File: config.mk
export PLATFORM = sky130hd
export DESIGN_NAME = slv_guard_top
export DESIGN_NICKNAME = d
export VERILOG_FILES = /design/src/slv_guard_pkg.sv /design/src/slv_guard_regs.sv /design/src/txn_monitor.sv /design/src/slv_guard_top.sv
export SDC_FILE = /design/constraint.sdc
export NUM_CORES = 1
export LEC_CHECK = 0
export BUFFER_PORTS_ARGS = -buffer_cell sky130_fd_sc_hd__buf_2
export CAP_MARGIN = 20
export CORE_MARGIN = 4
export CORE_UTILIZATION = 40
export DETAILED_ROUTE_END_ITERATION = 16
export PLACE_DENSITY_LB_ADDON = 0.05
export SYNTH_ARGS = -nofsm -noshare
export SYNTH_HDL_FRONTEND = slang
export SYNTH_HIERARCHICAL = 1
export SYNTH_SLANG_ARGS = --single-unit
File: constraint.sdc
create_clock -name clk_i -period 15.4 [get_ports clk_i]
set_clock_uncertainty 0.1 [all_clocks]
set_input_delay 3.85 -clock clk_i [delete_from_list [all_inputs] [get_ports clk_i]]
set_output_delay 3.85 -clock clk_i [all_outputs]
set_load 0.01 [all_outputs]
File: src/slv_guard_pkg.sv
// Slave guard package with bus widths, AXI4-Lite and APB structs and register map
package slv_guard_pkg;

  // Bus widths
  localparam int unsigned AddrWidth    = 32;
  localparam int unsigned DataWidth    = 32;
  localparam int unsigned StrbWidth    = DataWidth / 8;
  localparam int unsigned RegAddrWidth = 8;

  // AXI4-Lite channel payloads
  typedef struct packed {
    logic [AddrWidth-1:0] addr;
  } axil_aw_t;

  typedef struct packed {
    logic [AddrWidth-1:0] addr;
  } axil_ar_t;

  typedef struct packed {
    logic [DataWidth-1:0] data;
    logic [StrbWidth-1:0] strb;
  } axil_w_t;

  typedef struct packed {
    logic [1:0] resp;
  } axil_b_t;

  typedef struct packed {
    logic [DataWidth-1:0] data;
    logic [1:0]           resp;
  } axil_r_t;

  // Manager driven side of the port
  typedef struct packed {
    axil_aw_t aw;
    logic     aw_valid;
    axil_w_t  w;
    logic     w_valid;
    logic     b_ready;
    axil_ar_t ar;
    logic     ar_valid;
    logic     r_ready;
  } axil_req_t;

  // Subordinate driven side of the port
  typedef struct packed {
    logic    aw_ready;
    logic    w_ready;
    axil_b_t b;
    logic    b_valid;
    logic    ar_ready;
    axil_r_t r;
    logic    r_valid;
  } axil_rsp_t;

  // APB register bus
  typedef struct packed {
    logic [RegAddrWidth-1:0] paddr;
    logic                    psel;
    logic                    penable;
    logic                    pwrite;
    logic [DataWidth-1:0]    pwdata;
  } apb_req_t;

  typedef struct packed {
    logic [DataWidth-1:0] prdata;
    logic                 pready;
    logic                 pslverr;
  } apb_rsp_t;

  // Register file to monitors
  typedef struct packed {
    logic [31:0] budget_write;
    logic [31:0] budget_read;
  } guard_cfg_t;

  // Monitor to register file, one per direction
  typedef struct packed {
    logic                 timeout;
    logic [AddrWidth-1:0] addr;
  } guard_evt_t;

  // Register offsets
  localparam logic [RegAddrWidth-1:0] RegBudgetWr  = 8'h00;
  localparam logic [RegAddrWidth-1:0] RegBudgetRd  = 8'h04;
  localparam logic [RegAddrWidth-1:0] RegIrqStatus = 8'h08;
  localparam logic [RegAddrWidth-1:0] RegIrqAddr   = 8'h0C;
  localparam logic [RegAddrWidth-1:0] RegReset     = 8'h10;

endpackage

File: src/slv_guard_regs.sv
// Slave guard register file on APB with budgets, sticky timeout status and captured address
module slv_guard_regs import slv_guard_pkg::*; (
  input  logic       clk_i,
  input  logic       arst_n_i,
  // APB register bus
  input  apb_req_t   reg_req_i,
  output apb_rsp_t   reg_rsp_o,
  // Budgets to the monitors
  output guard_cfg_t cfg_o,
  // Timeout events from the monitors
  input  guard_evt_t evt_wr_i,
  input  guard_evt_t evt_rd_i,
  // Live reset request state
  input  logic       rst_pending_i,
  output logic       irq_o
);

  logic                 access;
  logic                 wr_access;
  logic                 mapped;
  logic [31:0]          budget_wr_q;
  logic [31:0]          budget_rd_q;
  logic [1:0]           status_q;
  logic [1:0]           status_set;
  logic [1:0]           status_clr;
  logic [AddrWidth-1:0] irq_addr_q;
  logic                 irq_q;

  // Access phase of an APB transfer
  assign access    = reg_req_i.psel && reg_req_i.penable;
  assign wr_access = access && reg_req_i.pwrite;

  // Bit 0 write timeout, bit 1 read timeout
  assign status_set = {evt_rd_i.timeout, evt_wr_i.timeout};
  assign status_clr = (wr_access && (reg_req_i.paddr == RegIrqStatus)) ?
                      reg_req_i.pwdata[1:0] : 2'b00;

  // Budget registers
  always_ff @(posedge clk_i or negedge arst_n_i) begin
    if (!arst_n_i) begin
      budget_wr_q <= '0;
      budget_rd_q <= '0;
    end else if (wr_access) begin
      if (reg_req_i.paddr == RegBudgetWr) begin
        budget_wr_q <= reg_req_i.pwdata;
      end
      if (reg_req_i.paddr == RegBudgetRd) begin
        budget_rd_q <= reg_req_i.pwdata;
      end
    end
  end

  // Sticky status, a new timeout wins over a clear in the same cycle
  always_ff @(posedge clk_i or negedge arst_n_i) begin
    if (!arst_n_i) begin
      status_q <= '0;
    end else begin
      status_q <= (status_q & ~status_clr) | status_set;
    end
  end

  // Most recent offending address, write side first
  always_ff @(posedge clk_i or negedge arst_n_i) begin
    if (!arst_n_i) begin
      irq_addr_q <= '0;
    end else if (evt_wr_i.timeout) begin
      irq_addr_q <= evt_wr_i.addr;
    end else if (evt_rd_i.timeout) begin
      irq_addr_q <= evt_rd_i.addr;
    end
  end

  always_ff @(posedge clk_i or negedge arst_n_i) begin
    if (!arst_n_i) begin
      irq_q <= 1'b0;
    end else begin
      irq_q <= |status_q;
    end
  end

  assign irq_o = irq_q;

  assign cfg_o.budget_write = budget_wr_q;
  assign cfg_o.budget_read  = budget_rd_q;

  // Read mux and decode, no wait states
  always_comb begin
    reg_rsp_o        = '0;
    reg_rsp_o.pready = 1'b1;
    mapped           = 1'b1;
    case (reg_req_i.paddr)
      RegBudgetWr:  reg_rsp_o.prdata = budget_wr_q;
      RegBudgetRd:  reg_rsp_o.prdata = budget_rd_q;
      RegIrqStatus: reg_rsp_o.prdata = DataWidth'(status_q);
      RegIrqAddr:   reg_rsp_o.prdata = DataWidth'(irq_addr_q);
      RegReset:     reg_rsp_o.prdata = DataWidth'(rst_pending_i);
      default: begin
        reg_rsp_o.prdata = '0;
        mapped           = 1'b0;
      end
    endcase
    // Unmapped offsets flag an error
    reg_rsp_o.pslverr = access && !mapped;
  end

endmodule

File: src/txn_monitor.sv
// Transaction monitor timing outstanding requests of one direction against a tick budget
module txn_monitor import slv_guard_pkg::*; #(
  parameter int unsigned MaxTxns      = 4,
  parameter int unsigned CntWidth     = 16,
  parameter int unsigned PrescalerDiv = 4,
  parameter type         chan_t       = axil_aw_t
) (
  input  logic        clk_i,
  input  logic        arst_n_i,
  // Request accepted by the subordinate
  input  logic        start_i,
  input  chan_t       start_chan_i,
  // Response accepted by the manager
  input  logic        done_i,
  input  logic [31:0] budget_i,
  // Outside reset finished
  input  logic        reset_clear_i,
  output logic        full_o,
  output guard_evt_t  evt_o,
  output logic        reset_req_o
);

  localparam int unsigned PreWidth  = (PrescalerDiv > 1) ? $clog2(PrescalerDiv) : 1;
  localparam int unsigned PtrWidth  = (MaxTxns > 1) ? $clog2(MaxTxns) : 1;
  localparam int unsigned FillWidth = $clog2(MaxTxns + 1);

  typedef logic [CntWidth-1:0] tick_t;
  typedef logic [PtrWidth-1:0] ptr_t;

  logic [PreWidth-1:0]  pre_cnt_q;
  logic                 tick;
  tick_t                tick_cnt_q;

  tick_t                start_q [MaxTxns];
  logic [AddrWidth-1:0] addr_q  [MaxTxns];
  ptr_t                 wr_ptr_q;
  ptr_t                 rd_ptr_q;
  logic [FillWidth-1:0] fill_q;
  logic                 push;
  logic                 pop;
  logic                 empty;

  tick_t                head_age;
  logic                 expired;
  guard_evt_t           evt_q;
  logic                 reset_req_q;

  // Circular pointer increment, depth need not be a power of two
  function automatic ptr_t next_ptr(input ptr_t ptr);
    if (ptr == ptr_t'(MaxTxns - 1)) begin
      return '0;
    end
    return ptr + 1'b1;
  endfunction

  // Prescaler and free running tick counter
  assign tick = (pre_cnt_q == PreWidth'(PrescalerDiv - 1));

  always_ff @(posedge clk_i or negedge arst_n_i) begin
    if (!arst_n_i) begin
      pre_cnt_q  <= '0;
      tick_cnt_q <= '0;
    end else if (tick) begin
      pre_cnt_q  <= '0;
      tick_cnt_q <= tick_cnt_q + 1'b1;
    end else begin
      pre_cnt_q  <= pre_cnt_q + 1'b1;
    end
  end

  // Queue of outstanding transactions
  assign empty  = (fill_q == '0);
  assign full_o = (fill_q == FillWidth'(MaxTxns));
  assign push   = start_i && !full_o && !reset_clear_i;
  // Stray responses on an empty queue are dropped
  assign pop    = done_i && !empty && !reset_clear_i;

  always_ff @(posedge clk_i) begin
    if (push) begin
      start_q[wr_ptr_q] <= tick_cnt_q;
      addr_q[wr_ptr_q]  <= start_chan_i.addr;
    end
  end

  always_ff @(posedge clk_i or negedge arst_n_i) begin
    if (!arst_n_i) begin
      wr_ptr_q <= '0;
      rd_ptr_q <= '0;
      fill_q   <= '0;
    end else if (reset_clear_i) begin
      // Subordinate was reset, nothing is outstanding anymore
      wr_ptr_q <= '0;
      rd_ptr_q <= '0;
      fill_q   <= '0;
    end else begin
      if (push) begin
        wr_ptr_q <= next_ptr(wr_ptr_q);
      end
      if (pop) begin
        rd_ptr_q <= next_ptr(rd_ptr_q);
      end
      case ({push, pop})
        2'b10:   fill_q <= fill_q + 1'b1;
        2'b01:   fill_q <= fill_q - 1'b1;
        default: fill_q <= fill_q;
      endcase
    end
  end

  // Only the oldest entry can be the first to expire
  assign head_age = tick_cnt_q - start_q[rd_ptr_q];

  // Budget zero disables the check
  assign expired = !empty && (budget_i != '0) && (32'(head_age) > budget_i) &&
                   !reset_req_q && !evt_q.timeout && !reset_clear_i;

  // One cycle pulse, request follows a cycle later and holds until cleared
  always_ff @(posedge clk_i or negedge arst_n_i) begin
    if (!arst_n_i) begin
      evt_q       <= '0;
      reset_req_q <= 1'b0;
    end else begin
      evt_q.timeout <= expired;
      if (expired) begin
        evt_q.addr <= addr_q[rd_ptr_q];
      end
      if (reset_clear_i) begin
        reset_req_q <= 1'b0;
      end else if (evt_q.timeout) begin
        reset_req_q <= 1'b1;
      end
    end
  end

  assign evt_o       = evt_q;
  assign reset_req_o = reset_req_q;

endmodule

File: src/slv_guard_top.sv
// AXI4-Lite slave guard timing subordinate responses and isolating it on timeout
module slv_guard_top import slv_guard_pkg::*; #(
  parameter int unsigned MaxTxns      = 4,
  parameter int unsigned CntWidth     = 16,
  parameter int unsigned PrescalerDiv = 4
) (
  input  logic      clk_i,
  input  logic      arst_n_i,
  input  logic      guard_ena_i,
  // Manager side
  input  axil_req_t req_i,
  output axil_rsp_t rsp_o,
  // Subordinate side
  output axil_req_t req_o,
  input  axil_rsp_t rsp_i,
  // Register bus
  input  apb_req_t  reg_req_i,
  output apb_rsp_t  reg_rsp_o,
  output logic      irq_o,
  // Reset handshake with the outside
  output logic      rst_req_o,
  input  logic      rst_stat_i
);

  guard_cfg_t cfg;
  guard_evt_t evt_wr;
  guard_evt_t evt_rd;

  logic wr_full;
  logic rd_full;
  logic wr_rst_req;
  logic rd_rst_req;
  logic rst_req;
  logic isolate;
  logic rst_clear;

  logic wr_start;
  logic wr_done;
  logic rd_start;
  logic rd_done;

  assign rst_req   = wr_rst_req | rd_rst_req;
  assign isolate   = guard_ena_i && rst_req;
  // Both queues are flushed once the subordinate has been reset
  assign rst_clear = rst_stat_i && rst_req;

  // Pass-through with back-pressure and isolation on top
  always_comb begin
    req_o = req_i;
    rsp_o = rsp_i;
    if (guard_ena_i) begin
      if (wr_full) begin
        req_o.aw_valid = 1'b0;
        rsp_o.aw_ready = 1'b0;
      end
      if (rd_full) begin
        req_o.ar_valid = 1'b0;
        rsp_o.ar_ready = 1'b0;
      end
    end
    if (isolate) begin
      req_o = '0;
      rsp_o = '0;
    end
  end

  // Write half, AW starts and B ends a transaction
  assign wr_start = guard_ena_i && req_o.aw_valid && rsp_i.aw_ready;
  assign wr_done  = guard_ena_i && rsp_i.b_valid && req_o.b_ready;

  // Read half, AR starts and R ends a transaction
  assign rd_start = guard_ena_i && req_o.ar_valid && rsp_i.ar_ready;
  assign rd_done  = guard_ena_i && rsp_i.r_valid && req_o.r_ready;

  txn_monitor #(
    .MaxTxns      ( MaxTxns      ),
    .CntWidth     ( CntWidth     ),
    .PrescalerDiv ( PrescalerDiv ),
    .chan_t       ( axil_aw_t    )
  ) u_wr_mon (
    .clk_i         ( clk_i            ),
    .arst_n_i      ( arst_n_i         ),
    .start_i       ( wr_start         ),
    .start_chan_i  ( req_o.aw         ),
    .done_i        ( wr_done          ),
    .budget_i      ( cfg.budget_write ),
    .reset_clear_i ( rst_clear        ),
    .full_o        ( wr_full          ),
    .evt_o         ( evt_wr           ),
    .reset_req_o   ( wr_rst_req       )
  );

  txn_monitor #(
    .MaxTxns      ( MaxTxns      ),
    .CntWidth     ( CntWidth     ),
    .PrescalerDiv ( PrescalerDiv ),
    .chan_t       ( axil_ar_t    )
  ) u_rd_mon (
    .clk_i         ( clk_i           ),
    .arst_n_i      ( arst_n_i        ),
    .start_i       ( rd_start        ),
    .start_chan_i  ( req_o.ar        ),
    .done_i        ( rd_done         ),
    .budget_i      ( cfg.budget_read ),
    .reset_clear_i ( rst_clear       ),
    .full_o        ( rd_full         ),
    .evt_o         ( evt_rd          ),
    .reset_req_o   ( rd_rst_req      )
  );

  slv_guard_regs u_regs (
    .clk_i         ( clk_i     ),
    .arst_n_i      ( arst_n_i  ),
    .reg_req_i     ( reg_req_i ),
    .reg_rsp_o     ( reg_rsp_o ),
    .cfg_o         ( cfg       ),
    .evt_wr_i      ( evt_wr    ),
    .evt_rd_i      ( evt_rd    ),
    .rst_pending_i ( rst_req   ),
    .irq_o         ( irq_o     )
  );

  assign rst_req_o = rst_req;

endmodule

==> flow_summary.yaml <==
clocking:
  clk_pin_slew_ns: 0.05
  cts_hold_buffers: 0
  post_cts_buffers: 0
  insertion_delay_ns: 0.59
  cts_max_level: 3
  cts_num_sinks: 601
  clock_path_buffers: 3
  numCtsBuffers: 68
  cts-root-buf: "clkbuf_16"
  cts_tree: "yes"
  cts_resized: 0
place:
  place_inst: 2941
  io_buffers: 373
  dp_hpwl_um: 49100
  place_congestion: 0.897
  pre_cts_slack_ns: 5.38
layout:
  areaGrowthSynthToFinish_pct: 17.7
  drive_above_1_share_pct: 33.5
  fillCellCount: 5901
  finalNetCount: 2414
  final_cells: 3067
synth:
  synth_compound_area_share_pct: 3.97
  ys_types: 68
  ys.flop_type: "edfxtp_1"
  yosys.area_share.simple_pct: 8.29
  synth-xor-area-share_pct: 2.03
  ys_seq_elements: 601
  avgSynthCellArea_um2: 15.4
  synthTopCellsByArea: "edfxtp_1 (43%), dfrtp_1 (20%), mux4_2 (8.0%)"
  synthMuxAreaShare_pct: 16.6
  synth_top_family_by_area: "multiplexers"
  yosysTopAreaCellShare_pct: 42.5
  ys_warn_count: 6
  synthesis.nets: 2035
  yosysSeqAreaShare_pct: 62.5
  yosys.area.top_type: "edfxtp_1"
  synth_fa_ha_area_share_pct: 3.89
  netlist_area_um2: 27100
  synth_edf_count: 384
  async_flop_share_pct: 36.1
  synth_cells: 1760
sta:
  slew_headroom_pct: 28.0
  rsz0062_at_grt: "no"
  worst_slew_pin_slew_ns: 1.08
  slew_viol_final: 0
  hold_violations: 0
  min_period_over_period_pct: 65.0
  fin_tns_setup_ns: 0
  setup_ws_ns: 5.39
  finalCriticalPeriod_ns: 10.01
  max_clock_freq_ghz: 0.0999
  setup_viol: 0
routing:
  drt_wl_total_um: 70900
  ant_nets: 0
  drc: 0
  vias: 16100
  firstDrtPassIters: 5
  drtIter0Drc: 901
  wl_per_cell_um: 23.1
  viasPerCell: 5.25
grt:
  grt_usage_pct: 19.5
  antenna_found_initial: 9
  grt_busiest_layer: "met2"
  grt_pass1_wl_um: 105000
  met2_usage_pct: 31.8
  grt_overflow: 0
  grt_start_max_net_pins: 146
  met1_usage_pct: 26.3
  met3_usage_pct: 4.18
  grt_pass1_vias: 16500
worst_setup_path:
  critPathRequiredTime_ns: 11.45
  path_class: "input port to output port"
  endpoint_kind: "output port"
  cp.arrival_ns: 6.06
  cp-start-kind: "input port"
  crit_fanout: 37
pwr:
  ir_drop_v: 0.0000828
  p_leak_nw: 12.8
  power.total_mw: 5.03
  power_density_nw_per_um2: 157
die:
  dieArea_um2: 72000
  pin_count: 375
  chipWidth_um: 268
  num_rows: 95
  core_area_um2: 67200
  initial_core_util_pct: 40.4
  die_height_um: 268
run:
  maxCapViolCount: 0
status:
  status: "complete, no violations"
hold_path:
  hold_path_class: "register to register"
-- per-stage QoR --
step | hold slack [ns] | cell area, um^2 | utilization (%)
floorplan | 0.303 | 27100 | -
global placement | 0.313 | 29800 | 44.3
detailed placement | 0.321 | 29800 | 44.3
CTS | 0.328 | 31900 | 47.5
global route | 0.347 | 31900 | 47.6
finish | 0.327 | 31900 | 47.6
-- critical path, cell delays in order --
cell and delay (ns):
buf_2 0.09, buf_4 0.32, nor4_4 0.46, and2_2 0.68, o2bb2ai_1 0.36, buf_2 0.24
-- where the power goes --
| part | switching (mW) | internal, mW | leakage [nW] |
|---|---|---|---|
| sequential | 0.206 | 1.93 | 6.36 |
| clock | 0.626 | 0.923 | 1.03 |
| combinational | 0.696 | 0.646 | 5.44 |
| total | 1.53 | 3.50 | 12.8 |
-- layout make-up --
class	instances	area (um^2)	area share [%]
flip-flops and latches	601	17000	53.1
inverters	75	282	0.881
clock inverters	30	240	0.752
diodes	3	7.51	0.0235
clock buffers	92	1890	5.90
repair buffers	387	2010	6.28
well taps	873	1090	3.42
multi-input cells	1006	9450	29.6
-- synthesized netlist by cell type, types with 3 or more instances --
master       n
o21ai_0     44
mux2_4      32
mux2_2      98
nand4_1     22
nor4_4       3
and3_1      14
buf_2       12
a31oi_1      4
mux4_2      96
o31ai_1      3
a21o_1      14
nor2_1      49
fa_1         4
or3_1        4
nand2b_1     6
and2_1     155
clkbuf_2     8
inv_1       75
nor2b_1      7
nand3_1     21
mux2_1       3
clkbuf_1    37
ha_1        78
nand2_1     69
buf_1        6
dfrtp_1    217
nor3_1      14
edfxtp_1   384
o2bb2ai_1   30
mux2i_1     71
buf_12       3
buf_6       11
o211ai_1     4
a21oi_1     37
xnor2_1     45
a211oi_1     6
nor4_1      18
o21a_1       4
xor2_1      18
-- layout by cell type (no fill, tap or decap), types with 14 or more instances in the layout --
cell type / Yosys / final
nand4_1: 22 / 22
mux2i_1: 71 / 71
nor2_1: 49 / 49
a21o_1: 14 / 14
a21oi_1: 37 / 37
inv_1: 75 / 75
xor2_1: 18 / 18
mux2_2: 98 / 98
o21ai_0: 44 / 44
ha_1: 78 / 78
dfrtp_1: 217 / 211
buf_2: 12 / 372
nor4_1: 18 / 18
o2bb2ai_1: 30 / 30
nor3_1: 14 / 14
xnor2_1: 45 / 45
clkinv_1: 0 / 15
nand3_1: 21 / 21
clkbuf_16: 0 / 71
mux4_2: 96 / 96
and2_1: 155 / 147
nand2_1: 69 / 69
clkbuf_1: 37 / 18
edfxtp_1: 384 / 384
mux2_4: 32 / 32
-- path summary, 6_finish.rpt --
check / cells after the start / to / start / slack [ns]
max reg2reg: 16 / u_rd_mon/evt_o[9] / u_rd_mon/rd_ptr_q[0] / 9.00
min in group asynchronous: 1 / u_regs/budget_rd_q[10] / arst_n_i / 3.15
min: 1 / u_rd_mon/pre_cnt_q[0] / u_rd_mon/pre_cnt_q[0] / 0.33
max: 6 / reg_rsp_o[24] / reg_req_i[38] / 5.39
min reg2reg: 1 / u_rd_mon/pre_cnt_q[0] / u_rd_mon/pre_cnt_q[0] / 0.33
max in group asynchronous: 2 / u_rd_mon/rd_ptr_q[0] / arst_n_i / 10.76
-- per-layer routing --
layer  up-vias  routed length (um)
met5         -                   8
met4         2                2010
met3       105                4110
met2       448               34400
met1      8171               30400
li1       7383                   -
-- flip-flops by register name (all words and copies together), names as in the netlist, 3 cells and up --
signal and flops:
u_rd_mon/addr_q 128, u_wr_mon/addr_q 128, u_rd_mon/start_q 64, u_wr_mon/start_q 64, u_rd_mon/evt_o 33, u_wr_mon/evt_o 33, u_regs/budget_rd_q 32, u_regs/budget_wr_q 32
u_regs/irq_addr_q 32, u_rd_mon/tick_cnt_q 16, u_wr_mon/tick_cnt_q 16, u_rd_mon/fill_q 3, u_wr_mon/fill_q 3
-- logic make-up (layout without fill, tap and decap cells) --
logic type               Yosys count  count (layout)
adder cells (fa/ha/maj)           82              82
multiplexers                     300             300
flip-flops                       601             601
AO/OA/AOI/OAI                    162             162
AND/OR/NAND/NOR                  398             398
other                              1               4
XOR/XNOR                          63              63
buffers and inverters            153             584
No activity file was read; power rests on OpenSTA's default activity.
